### src/core_pkg.sv
// Core package with widths, opcode and ALU encodings and the decoded instruction record
package core_pkg;

  ////////////////////
  // Widths
  ////////////////////
  localparam int XLEN       = 32;
  localparam int REG_ADDR_W = 5;
  localparam int NUM_REGS   = 32;
  // Sequential PC step
  localparam int INSTR_STEP = 4;

  typedef logic [XLEN-1:0]       word_t;
  typedef logic [REG_ADDR_W-1:0] reg_addr_t;

  // RV32I major opcodes, subset only
  typedef enum logic [6:0] {
    OPC_LUI    = 7'b0110111,
    OPC_OP_IMM = 7'b0010011,
    OPC_OP     = 7'b0110011,
    OPC_LOAD   = 7'b0000011,
    OPC_STORE  = 7'b0100011,
    OPC_BRANCH = 7'b1100011,
    OPC_JAL    = 7'b1101111
  } opcode_e;

  typedef enum logic [2:0] {
    ALU_ADD,
    ALU_SUB,
    ALU_AND,
    ALU_OR,
    ALU_XOR,
    ALU_SLT
  } alu_op_e;

  ////////////////////
  // Decoder output
  ////////////////////
  typedef struct packed {
    reg_addr_t rs1;
    reg_addr_t rs2;
    reg_addr_t rd;
    word_t     imm;
    alu_op_e   alu_op;
    // Operand b from immediate
    logic      use_imm;
    logic      we;
    logic      load;
    logic      store;
    logic      branch;
    // BNE when set, else BEQ
    logic      bne;
    logic      jal;
    // Operand a forced to zero
    logic      lui;
  } decoded_t;

endpackage

### src/core_ifs.sv
// Interfaces between fetch and execute, and from execute to the register file
`timescale 1ns/10ps

interface fetch_exec_if;
  import core_pkg::*;

  logic  instr_valid;
  word_t instr;
  word_t pc;
  // Instruction moves on instr_valid and take
  logic  take;
  // One-cycle pulse, buffer is flushed
  logic  redirect;
  word_t redirect_pc;

  modport fetch (output instr_valid, instr, pc, input take, redirect, redirect_pc);
  modport exec  (input instr_valid, instr, pc, output take, redirect, redirect_pc);
endinterface

interface regfile_if;
  import core_pkg::*;

  reg_addr_t raddr_a;
  reg_addr_t raddr_b;
  word_t     rdata_a;
  word_t     rdata_b;
  logic      we;
  reg_addr_t waddr;
  word_t     wdata;

  modport exec    (output raddr_a, raddr_b, we, waddr, wdata, input rdata_a, rdata_b);
  modport regfile (input raddr_a, raddr_b, we, waddr, wdata, output rdata_a, rdata_b);
endinterface

### src/core_top.sv
// Core top level joining fetch, execute and register file to the memory buses
`timescale 1ns/10ps

module core_top (
  input  logic            clk_i,
  input  logic            rst_i,
  input  logic            fetch_enable_i,
  input  core_pkg::word_t boot_addr_i,
  // Instruction bus
  output logic            instr_req_o,
  input  logic            instr_gnt_i,
  input  logic            instr_rvalid_i,
  output core_pkg::word_t instr_addr_o,
  input  core_pkg::word_t instr_rdata_i,
  // Data bus
  output logic            data_req_o,
  input  logic            data_gnt_i,
  input  logic            data_rvalid_i,
  output logic            data_we_o,
  output core_pkg::word_t data_addr_o,
  output core_pkg::word_t data_wdata_o,
  input  core_pkg::word_t data_rdata_i
);

  fetch_exec_if u_fe_if ();
  regfile_if    u_rf_if ();

  ////////////////////
  // Fetch
  ////////////////////
  fetch_stage u_fetch (
    .clk_i          (clk_i),
    .rst_i          (rst_i),
    .fetch_enable_i (fetch_enable_i),
    .boot_addr_i    (boot_addr_i),
    .fe             (u_fe_if.fetch),
    .instr_req_o    (instr_req_o),
    .instr_gnt_i    (instr_gnt_i),
    .instr_rvalid_i (instr_rvalid_i),
    .instr_addr_o   (instr_addr_o),
    .instr_rdata_i  (instr_rdata_i)
  );

  ////////////////////
  // Execute
  ////////////////////
  exec_stage u_exec (
    .clk_i         (clk_i),
    .rst_i         (rst_i),
    .fe            (u_fe_if.exec),
    .rf            (u_rf_if.exec),
    .data_req_o    (data_req_o),
    .data_gnt_i    (data_gnt_i),
    .data_rvalid_i (data_rvalid_i),
    .data_we_o     (data_we_o),
    .data_addr_o   (data_addr_o),
    .data_wdata_o  (data_wdata_o),
    .data_rdata_i  (data_rdata_i)
  );

  // Registers
  register_file u_rf (
    .clk_i (clk_i),
    .rst_i (rst_i),
    .rf    (u_rf_if.regfile)
  );

endmodule

### src/exec_stage.sv
// Execute stage with decode, ALU, branch resolution, memory access and writeback
`timescale 1ns/10ps

module exec_stage (
  input  logic            clk_i,
  input  logic            rst_i,
  fetch_exec_if.exec      fe,
  regfile_if.exec         rf,
  output logic            data_req_o,
  input  logic            data_gnt_i,
  input  logic            data_rvalid_i,
  output logic            data_we_o,
  output core_pkg::word_t data_addr_o,
  output core_pkg::word_t data_wdata_o,
  input  core_pkg::word_t data_rdata_i
);
  import core_pkg::*;

  decoded_t dec;
  word_t    op_a;
  word_t    op_b;
  word_t    alu_res;
  word_t    link;
  word_t    lsu_rdata;
  logic     is_mem;
  logic     br_taken;
  logic     lsu_start;
  logic     lsu_done;
  logic     busy_q;

  instr_decoder u_dec (
    .instr_i (fe.instr),
    .dec_o   (dec)
  );

  ////////////////////
  // Operands and ALU
  ////////////////////
  assign rf.raddr_a = dec.rs1;
  assign rf.raddr_b = dec.rs2;
  // LUI adds its immediate to zero
  assign op_a = dec.lui ? '0 : rf.rdata_a;
  assign op_b = dec.use_imm ? dec.imm : rf.rdata_b;

  always_comb begin
    case (dec.alu_op)
      ALU_SUB: alu_res = op_a - op_b;
      ALU_AND: alu_res = op_a & op_b;
      ALU_OR:  alu_res = op_a | op_b;
      ALU_XOR: alu_res = op_a ^ op_b;
      ALU_SLT: alu_res = {{(XLEN-1){1'b0}}, $signed(op_a) < $signed(op_b)};
      default: alu_res = op_a + op_b;
    endcase
  end

  ////////////////////
  // Control flow
  ////////////////////
  assign br_taken       = dec.branch & ((rf.rdata_a == rf.rdata_b) ^ dec.bne);
  assign link           = fe.pc + word_t'(INSTR_STEP);
  assign fe.redirect    = fe.instr_valid & (br_taken | dec.jal);
  assign fe.redirect_pc = fe.pc + dec.imm;

  // Memory ops held in the buffer until done
  assign is_mem    = dec.load | dec.store;
  assign lsu_start = fe.instr_valid & is_mem & ~busy_q;
  assign fe.take   = fe.instr_valid & (~is_mem | lsu_done);

  always_ff @(posedge clk_i) begin
    if (rst_i) begin
      busy_q <= 1'b0;
    end else if (lsu_start) begin
      busy_q <= 1'b1;
    end else if (lsu_done) begin
      busy_q <= 1'b0;
    end
  end

  load_store_unit u_lsu (
    .clk_i         (clk_i),
    .rst_i         (rst_i),
    .start_i       (lsu_start),
    .we_i          (dec.store),
    .addr_i        (alu_res),
    .wdata_i       (rf.rdata_b),
    .done_o        (lsu_done),
    .rdata_o       (lsu_rdata),
    .data_req_o    (data_req_o),
    .data_gnt_i    (data_gnt_i),
    .data_rvalid_i (data_rvalid_i),
    .data_we_o     (data_we_o),
    .data_addr_o   (data_addr_o),
    .data_wdata_o  (data_wdata_o),
    .data_rdata_i  (data_rdata_i)
  );

  // Writeback in the take cycle
  assign rf.we    = fe.take & dec.we;
  assign rf.waddr = dec.rd;
  assign rf.wdata = dec.load ? lsu_rdata : (dec.jal ? link : alu_res);

  // Fetch must keep the memory instruction buffered
  a_mem_held: assert property (@(posedge clk_i) disable iff (rst_i)
    busy_q |-> fe.instr_valid)
    else $error("Instruction lost during a memory access");

endmodule

### src/fetch_stage.sv
// Fetch stage with PC, instruction bus sequencing and a one-entry buffer
`timescale 1ns/10ps

module fetch_stage (
  input  logic            clk_i,
  input  logic            rst_i,
  input  logic            fetch_enable_i,
  input  core_pkg::word_t boot_addr_i,
  fetch_exec_if.fetch     fe,
  output logic            instr_req_o,
  input  logic            instr_gnt_i,
  input  logic            instr_rvalid_i,
  output core_pkg::word_t instr_addr_o,
  input  core_pkg::word_t instr_rdata_i
);
  import core_pkg::*;

  logic  fetch_en_q;
  logic  outst_q;
  logic  buf_valid_q;
  word_t fetch_addr_q;
  word_t resp_pc_q;
  word_t buf_instr_q;
  word_t buf_pc_q;
  logic  enabled;
  logic  granted;
  logic  accept_rsp;

  // Fetch enable is sticky once seen
  assign enabled    = fetch_enable_i | fetch_en_q;
  // Request only with nothing outstanding and the buffer empty
  assign instr_req_o  = enabled & ~outst_q & ~buf_valid_q;
  assign instr_addr_o = fetch_addr_q;
  assign granted    = instr_req_o & instr_gnt_i;
  // A redirect drops the response of its cycle
  assign accept_rsp = instr_rvalid_i & outst_q & ~fe.redirect;

  assign fe.instr_valid = buf_valid_q;
  assign fe.instr       = buf_instr_q;
  assign fe.pc          = buf_pc_q;

  ////////////////////
  // Control state
  ////////////////////
  always_ff @(posedge clk_i) begin
    if (rst_i) begin
      fetch_en_q   <= 1'b0;
      outst_q      <= 1'b0;
      buf_valid_q  <= 1'b0;
      fetch_addr_q <= boot_addr_i;
    end else begin
      if (fetch_enable_i) begin
        fetch_en_q <= 1'b1;
      end
      // Redirect wins over the next sequential address
      if (fe.redirect) begin
        fetch_addr_q <= fe.redirect_pc;
      end else if (granted) begin
        fetch_addr_q <= fetch_addr_q + word_t'(INSTR_STEP);
      end else if (!enabled) begin
        fetch_addr_q <= boot_addr_i;
      end
      // At most one transaction in flight
      if (granted) begin
        outst_q <= 1'b1;
      end else if (instr_rvalid_i) begin
        outst_q <= 1'b0;
      end
      // Buffer empties on take or flush
      if (fe.redirect || (buf_valid_q && fe.take)) begin
        buf_valid_q <= 1'b0;
      end else if (accept_rsp) begin
        buf_valid_q <= 1'b1;
      end
    end
  end

  // Buffer payload
  always_ff @(posedge clk_i) begin
    if (granted) begin
      resp_pc_q <= fetch_addr_q;
    end
    if (accept_rsp) begin
      buf_instr_q <= instr_rdata_i;
      buf_pc_q    <= resp_pc_q;
    end
  end

  // Bus allows only one outstanding response
  a_no_req_outst: assert property (@(posedge clk_i) disable iff (rst_i)
    (instr_req_o && instr_gnt_i) |=> !instr_req_o)
    else $error("Instruction request while a response is outstanding");

endmodule

### src/instr_decoder.sv
// Instruction decoder from a raw word to the decoded instruction record
`timescale 1ns/10ps

module instr_decoder (
  input  core_pkg::word_t    instr_i,
  output core_pkg::decoded_t dec_o
);
  import core_pkg::*;

  opcode_e    opcode;
  logic [2:0] funct3;
  alu_op_e    f3_alu;
  logic       f3_ok;
  word_t      imm_i;
  word_t      imm_s;
  word_t      imm_b;
  word_t      imm_j;
  word_t      imm_u;

  assign opcode = opcode_e'(instr_i[6:0]);
  assign funct3 = instr_i[14:12];

  ////////////////////
  // Immediates
  ////////////////////
  assign imm_i = {{20{instr_i[31]}}, instr_i[31:20]};
  assign imm_s = {{20{instr_i[31]}}, instr_i[31:25], instr_i[11:7]};
  assign imm_b = {{19{instr_i[31]}}, instr_i[31], instr_i[7], instr_i[30:25],
                  instr_i[11:8], 1'b0};
  assign imm_j = {{11{instr_i[31]}}, instr_i[31], instr_i[19:12], instr_i[20],
                  instr_i[30:21], 1'b0};
  assign imm_u = {instr_i[31:12], 12'b0};

  // funct3 to ALU op, shared by OP and OP-IMM
  always_comb begin
    f3_ok = 1'b1;
    case (funct3)
      3'b000:  f3_alu = ALU_ADD;
      3'b010:  f3_alu = ALU_SLT;
      3'b100:  f3_alu = ALU_XOR;
      3'b110:  f3_alu = ALU_OR;
      3'b111:  f3_alu = ALU_AND;
      // Shifts and SLTU not supported
      default: begin
        f3_alu = ALU_ADD;
        f3_ok  = 1'b0;
      end
    endcase
  end

  always_comb begin
    // All flags clear, unknown opcodes run as no-ops
    dec_o        = '0;
    dec_o.rs1    = instr_i[19:15];
    dec_o.rs2    = instr_i[24:20];
    dec_o.rd     = instr_i[11:7];
    dec_o.alu_op = ALU_ADD;
    case (opcode)
      OPC_LUI: begin
        dec_o.imm     = imm_u;
        dec_o.use_imm = 1'b1;
        dec_o.lui     = 1'b1;
        dec_o.we      = 1'b1;
      end
      OPC_OP_IMM: begin
        dec_o.imm     = imm_i;
        dec_o.use_imm = 1'b1;
        dec_o.alu_op  = f3_alu;
        dec_o.we      = f3_ok;
      end
      OPC_OP: begin
        // funct7 bit 5 selects SUB
        dec_o.alu_op = (funct3 == 3'b000 && instr_i[30]) ? ALU_SUB : f3_alu;
        dec_o.we     = f3_ok;
      end
      OPC_LOAD: begin
        dec_o.imm     = imm_i;
        dec_o.use_imm = 1'b1;
        dec_o.load    = 1'b1;
        dec_o.we      = 1'b1;
      end
      OPC_STORE: begin
        dec_o.imm     = imm_s;
        dec_o.use_imm = 1'b1;
        dec_o.store   = 1'b1;
      end
      OPC_BRANCH: begin
        dec_o.imm    = imm_b;
        // BEQ and BNE only
        dec_o.branch = (funct3[2:1] == 2'b00);
        dec_o.bne    = funct3[0];
      end
      OPC_JAL: begin
        dec_o.imm = imm_j;
        dec_o.jal = 1'b1;
        dec_o.we  = 1'b1;
      end
      default: begin
      end
    endcase
  end

endmodule

### src/load_store_unit.sv
// Load/store unit running one word access on the data bus
`timescale 1ns/10ps

module load_store_unit (
  input  logic            clk_i,
  input  logic            rst_i,
  input  logic            start_i,
  input  logic            we_i,
  input  core_pkg::word_t addr_i,
  input  core_pkg::word_t wdata_i,
  output logic            done_o,
  output core_pkg::word_t rdata_o,
  output logic            data_req_o,
  input  logic            data_gnt_i,
  input  logic            data_rvalid_i,
  output logic            data_we_o,
  output core_pkg::word_t data_addr_o,
  output core_pkg::word_t data_wdata_o,
  input  core_pkg::word_t data_rdata_i
);
  import core_pkg::*;

  typedef enum logic [1:0] {LSU_IDLE, LSU_REQ, LSU_WAIT} lsu_state_e;

  lsu_state_e state_q;
  logic       we_q;
  word_t      addr_q;
  word_t      wdata_q;

  // Request comes from registers, stable until grant
  assign data_req_o   = (state_q == LSU_REQ);
  assign data_we_o    = we_q;
  assign data_addr_o  = addr_q;
  assign data_wdata_o = wdata_q;
  // Completion in the rvalid cycle
  assign done_o  = (state_q == LSU_WAIT) & data_rvalid_i;
  assign rdata_o = data_rdata_i;

  always_ff @(posedge clk_i) begin
    if (rst_i) begin
      state_q <= LSU_IDLE;
    end else begin
      case (state_q)
        LSU_IDLE: if (start_i) state_q <= LSU_REQ;
        LSU_REQ:  if (data_gnt_i) state_q <= LSU_WAIT;
        LSU_WAIT: if (data_rvalid_i) state_q <= LSU_IDLE;
        default:  state_q <= LSU_IDLE;
      endcase
    end
  end

  // Capture the access at start
  always_ff @(posedge clk_i) begin
    if (start_i && (state_q == LSU_IDLE)) begin
      we_q    <= we_i;
      addr_q  <= addr_i;
      wdata_q <= wdata_i;
    end
  end

  a_req_hold: assert property (@(posedge clk_i) disable iff (rst_i)
    (data_req_o && !data_gnt_i) |=> (data_req_o && $stable(data_addr_o)))
    else $error("Data request dropped or address changed before grant");

  // Execute stage starts one access at a time
  a_start_idle: assert property (@(posedge clk_i) disable iff (rst_i)
    start_i |-> (state_q == LSU_IDLE))
    else $error("LSU started while busy");

endmodule

### src/register_file.sv
// Register file with 32 words, two combinational reads and one write port
`timescale 1ns/10ps

module register_file (
  input  logic          clk_i,
  input  logic          rst_i,
  regfile_if.regfile    rf
);
  import core_pkg::*;

  word_t regs [NUM_REGS];

  // Asynchronous read
  assign rf.rdata_a = regs[rf.raddr_a];
  assign rf.rdata_b = regs[rf.raddr_b];

  always_ff @(posedge clk_i) begin
    if (rst_i) begin
      for (int i = 0; i < NUM_REGS; i++) begin
        regs[i] <= '0;
      end
    end else if (rf.we && (rf.waddr != '0)) begin
      // x0 stays hardwired
      regs[rf.waddr] <= rf.wdata;
    end
  end

  a_x0_zero: assert property (@(posedge clk_i) disable iff (rst_i)
    ((rf.raddr_a != '0) || (rf.rdata_a == '0)) &&
    ((rf.raddr_b != '0) || (rf.rdata_b == '0)))
    else $error("Register x0 read back non-zero");

endmodule

### config.mk
export PLATFORM = sky130hd
export DESIGN_NAME = core_top
export DESIGN_NICKNAME = d
export VERILOG_FILES = /design/src/core_pkg.sv /design/src/core_ifs.sv /design/src/core_top.sv /design/src/exec_stage.sv /design/src/fetch_stage.sv /design/src/instr_decoder.sv /design/src/load_store_unit.sv /design/src/register_file.sv
export SDC_FILE = /design/constraint.sdc
export NUM_CORES = 2
export LEC_CHECK = 0
export BUFFER_PORTS_ARGS = -buffer_cell sky130_fd_sc_hd__buf_2
export CAP_MARGIN = 20
export CORE_ASPECT_RATIO = 0.9
export CORE_MARGIN = 8
export CORE_UTILIZATION = 50
export CTS_CLUSTER_SIZE = 40
export DETAILED_ROUTE_END_ITERATION = 12
export GPL_ROUTABILITY_DRIVEN = 0
export PLACE_DENSITY_LB_ADDON = 0.2
export SETUP_SLACK_MARGIN = 0.5
export SYNTH_ARGS = -nofsm -noshare
export SYNTH_HDL_FRONTEND = slang
export SYNTH_SLANG_ARGS = --single-unit
### constraint.sdc
create_clock -name clk_i -period 11.2 [get_ports clk_i]
set_input_delay 2.24 -clock clk_i [delete_from_list [all_inputs] [get_ports clk_i]]
set_output_delay 2.24 -clock clk_i [all_outputs]
set_load 0.01 [all_outputs]
After elaboration in Yosys (flattened, before gate mapping)
Memory sizes are Yosys's and may differ from the RTL's. A register that Yosys moved wholly into a read port is not among the register bits.
Cells that the tools add are included.
{ "word_totals": {"register_bits": 199, "latch_bits": 0, "mem_bits_rw": 1024, "mem_bits_ro": 0, "output_inout_bits": 99, "word_cells": 125, "mem_count": 1} }
{ "classes": {"addsub": 5, "mul": 0, "div": 0, "magnitude_cmp": 1, "n_eq_ne": 23, "shift": 0, "n_mux": 39, "n_bitwise": 25, "reduce_logical": 19} }
{ "mem_list": {"columns": ["name", "words", "width", "read_ports", "rd_clocked_by_memory_dff", "wr", "line_no", "text"], "rows": [
  ["u_rf.regs", 32, 32, 2, 2, 32, "register_file.sv:11", "word_t regs [NUM_REGS];"]
]} }
{ "ops": {"columns": ["operator", "count"], "rows": [
  ["$pmux 32 s5", 2],
  ["$mux 32", 9],
  ["$add 32x3->32 const B", 2],
  ["$add 32x32->32", 2],
  ["$and 32x32->32", 1],
  ["$eq 32x32->1", 1],
  ["$lt 32x32->1", 1],
  ["$or 32x32->32", 1],
  ["$reduce_or 32->1", 1],
  ["$sub 32x32->32", 1],
  ["$xor 32x32->32", 1],
  ["$eq 7x6->1 const B", 3],
  ["$mux 1", 16],
  ["$eq 3x3->1 const B", 5],
  ["$mux 5", 3],
  ["$eq 7x7->1 const B", 2],
  ["$and 1x1->1", 12],
  ["$pmux 3 s4", 1],
  ["$eq 3x2->1 const B", 3],
  ["$mux 2", 4],
  ["$eq 7x2->1 const B", 1],
  ["$eq 7x5->1 const B", 1],
  ["$pmux 2 s3", 1],
  ["$pmux 3 s2", 1],
  ["22 further kinds", 37]
]} }

Logic depth before layout (Yosys ltp)
{ "depth": {"ltp_word": 13, "mapped_depth": 28, "depth_no_buf": 23} }

Modules after synthesis
From an unflattened synthesis, not the netlist that was laid out.
{ "unflattened": {"cells_unflattened": 6511, "area_unflattened_um2": 73207.7} }
{ "by_module_without_submodules": {"columns": ["module", "n_inst", "cells_per_inst", "area_per_inst_um2", "seq_area_each_um2"], "rows": [
  ["register_file", 1, 4605, 55899.9, 30749.5],
  ["exec_stage", 1, 1366, 9041.2, 20.0],
  ["fetch_stage", 1, 315, 5183.7, 3903.7],
  ["load_store_unit", 1, 107, 2293.4, 1991.9],
  ["instr_decoder", 1, 118, 789.5, 0.0]
]} }

Least setup slack after synthesis
OpenSTA, ideal clock, no wires.
{ "synth_path": {"kind": "register to register", "from": "reg u_fetch.buf_instr_q[1], in the netlist u_fetch.fe.instr[1]", "to": "reg u_exec.u_lsu.addr_q[0], in the netlist u_exec.u_lsu.data_addr_o[0], enable pin", "setup_ns": 0.568, "arrival_ns": 6.027, "required_ns": 10.632, "slack_ns": 4.605, "stages_incl_launch_ff": 7, "path_buffers": 0, "period_less_slack_ns": 6.595, "path_cell_list": "edfxtp_1 > nand2_1 > or2_2 > nor2_1 > nand2_1 > or4b_2 > nor3_1"} }
{ "synth_between": {"elab_chain_cells": 6, "word_cells_on_any_way": 8, "classes_between": "eq/ne: 2; mux: 2; bitwise: 3; reduce/logical: 1"} }
{ "synth_lines": {"columns": ["item", "line_no", "text"], "rows": [
  ["start, declared", "fetch_stage.sv:23", "word_t buf_instr_q;"],
  ["start signal, assigned", "fetch_stage.sv:84", "buf_instr_q <= instr_rdata_i;"],
  ["$eq 7x2->1 / $eq 7x6->1 (equally long branches)", "instr_decoder.sv:58", "case (opcode)"],
  ["$mux 1", "instr_decoder.sv:58", null],
  ["$or 1x1->1 (*)", "exec_stage.sv:65", "assign is_mem = dec.load | dec.store;"],
  ["$and 1x1->1 (*) (2 in a row)", "exec_stage.sv:66", "assign lsu_start = fe.instr_valid & is_mem & ~busy_q;"],
  ["$logic_and 1x1->1 (*)", "load_store_unit.sv:54", "if (start_i && (state_q == LSU_IDLE)) begin"],
  ["end signal, assigned", "load_store_unit.sv:56", "addr_q <= addr_i;"],
  ["end, declared", "load_store_unit.sv:27", "word_t addr_q;"]
]} }
Every way passes the cells marked *; elsewhere a longest branch is shown, timed or not.
A chain may end at the register's enable or synchronous reset.

==> impl_metrics.json <==
{
  "status": "completed",
  "fillers": 11100,
  "hold_viol_final": 0,
  "hp-class": "reg2reg",
  "grt_use_total": 0.331,
  "avgSynthCellArea_um2": 12.3,
  "finalSetupViolations": 0,
  "path_cells": "buf_4 -> mux4_2 -> a22o_1 -> a221oi_1 -> nand3_1 -> a21o_1 -> ha_1 -> fa_1 -> nor2_1 -> o311a_1 -> o211ai_1 -> o211ai_1 -> a221oi_1 -> o311ai_0 -> xnor2_1 -> a211o_1 -> o21ai_0 -> a21boi_4 -> nor2_1",
  "synth.top_cell.area_share": 0.536,
  "cts-root-buf": "clkbuf_16",
  "relSlewSlack": 0.129,
  "ir_drop_mv": 0.106,
  "tightest_slew_ns": 1.31,
  "critPathMaxFanout": 31,
  "clock_skew_ns": 0.0408,
  "grt_max_degree": 101,
  "initial_utilization": 0.504,
  "yosys_warnings": 0,
  "crit_path_start_kind": "flip-flop",
  "drive_gt1_frac": 0.181,
  "drt-total-wl_um": 253000,
  "syn_to_final_growth_pct": 10.9,
  "drtAntennaViolNets": 0,
  "cts_setup_buffers": 0,
  "netlist_area_um2": 68200,
  "setup_tns_ns": 0,
  "ioPinCount": 202,
  "power_density_nw_per_um2": 162,
  "cap_violations": 0,
  "path_clk_slew_ns": 0.06,
  "netlist_instances": 5563,
  "crit_path_max_incr_delay_ns": 0.89,
  "final_common_cell": "edfxtp_1",
  "port_buffers": 201,
  "antenna_found_initial": 17,
  "yosysSeqAreaShare": 0.541,
  "period_minus_slack_ns": 8.53,
  "grt_pass1_vias": 49600,
  "rows": 128,
  "grt_overflow": 0,
  "critical_path_class": "reg2reg",
  "cts_tree": "yes",
  "critPathBufInv": 1,
  "synth_top_flop_cell": "edfxtp_1",
  "crit_family": "compound AO/OA/AOI/OAI gates",
  "drtIter0Drc": 7954,
  "cp-end-kind": "flip-flop",
  "finalNetCount": 5848,
  "ys_seq_elements": 1233,
  "slowest_stage": "dfxtp_4",
  "mostFrequentLayoutCells": "1217 x edfxtp_1, 1115 x nor2_1, 358 x mux4_2, 325 x mux2i_1, 264 x nand2_1",
  "synth_cell_types": 89,
  "post-route-drc-count": 0,
  "hold_buffers": 0,
  "die_w_um": 405,
  "cts.sinks": 1233,
  "numCtsBuffers": 134,
  "arrival_ns": 9.02,
  "slew_violations": 0,
  "viasPerCell": 6.88,
  "vias": 51900,
  "clk_latency_ns": 0.79,
  "wl_per_cell_um": 33.5,
  "die-area_um2": 148000,
  "firstDrtPassIters": 7,
  "hpwlAfterDp_um": 163000,
  "period_share": 0.762,
  "max_freq_mhz": 117,
  "synth_edf_count": 1217,
  "rsz0062_at_grt": "no",
  "hold_ws_ns": 0.413,
  "cp.required_ns": 11.69,
  "core_um2": 135000,
  "synth_area_leaders": "edfxtp_1 54%, mux4_2 12%, nor2_1 6.2%",
  "grt_pass1_wl_um": 357000,
  "p_leak_nw": 27.9,
  "die_y_um": 366,
  "cts_max_path_buffers": 3,
  "cts_max_level": 4,
  "ctsResizeCount": 0,
  "yosysTopAreaCell": "edfxtp_1",
  "synthArstFlopShare": 0
}
[final cells by class]
type | instances | area (µm²) | share of cell area
clock inverter | 76 | 711 | 0.00940
sequential | 1233 | 36900 | 0.488
timing repair buffer | 366 | 2410 | 0.0319
multi-input combinational | 3737 | 29200 | 0.387
inverter | 141 | 529 | 0.00700
clock buffer | 166 | 3540 | 0.0468
tap | 1820 | 2280 | 0.0301
antenna | 5 | 12.5 | 0.000166
[power by group]
| part | internal [mW] | switching, mW | total [mW] |
|---|---|---|---|
| logic | 0.732 | 1.71 | 2.45 |
| clock network | 2.50 | 1.88 | 4.38 |
| registers | 5.26 | 0.129 | 5.39 |
[through the flow]
| stage | total power, mW | instances | instance area, µm² | utilization | setup slack [ns] |
|---|---|---|---|---|---|
| after floorplan | 6.91 | 5594 | 68300 | - | 4.60 |
| after global placement | 7.79 | 7290 | 71200 | 0.526 | 2.90 |
| after detailed placement | 7.82 | 7291 | 71300 | 0.527 | 2.90 |
| after CTS | 12.1 | 7533 | 75500 | 0.558 | 2.87 |
| after global routing | 12.5 | 7543 | 75600 | 0.559 | 2.21 |
| final | 12.2 | 7544 | 75600 | 0.559 | 2.67 |
[sequential cells by signal (all words and copies together), names as in the netlist, named ones only]
register and cells:
u_exec.busy_q 1, u_exec.u_lsu.data_addr_o 32, u_exec.u_lsu.data_wdata_o 32, u_exec.u_lsu.data_we_o 1, u_exec.u_lsu.state_q 2, u_fetch.fe.instr 32
u_fetch.fe.instr_valid 1, u_fetch.fe.pc 32, u_fetch.fetch_en_q 1, u_fetch.instr_addr_o 32, u_fetch.outst_q 1, u_fetch.resp_pc_q 32
u_rf.regs 1024
[metal layers]
layer  share of wire  vias to the layer above  track usage
met5         0.00091                        -      0.00585
met4           0.065                       18        0.180
met3            0.14                      798       0.0954
met2            0.43                     3996        0.481
met1            0.37                    26000        0.447
li1                -                    21100            -
[worst paths after layout]
kind,start,to,slack [ns],depth (start not counted)
max,flip-flop,u_rf.regs[31][22],2.67,19
min,u_fetch.resp_pc_q[26],u_fetch.fe.pc[26],0.41,0
max reg2reg,flip-flop,u_rf.regs[31][22],2.67,19
min reg2reg,u_fetch.resp_pc_q[26],u_fetch.fe.pc[26],0.41,0
[cell usage after synthesis, drive strengths merged, types with 64 or more instances]
cell    number
nand2b      64
a22oi      174
nand3       74
a221oi     113
a21oi      212
ha         129
inv        139
edfxtp    1217
mux2i      326
clkbuf     338
nor2      1119
buf        145
mux4       358
nand2      280
o21ai      124
[kinds of logic after synthesis]
group                    synth area share
other                           0.0000550
XOR/XNOR                           0.0153
AND/OR/NAND/NOR                     0.112
buffers and inverters              0.0392
flip-flops                          0.541
multiplexers                        0.168
AO/OA/AOI/OAI                      0.0997
adder cells (fa/ha/maj)            0.0246
(Power assumes the default switching activity.)
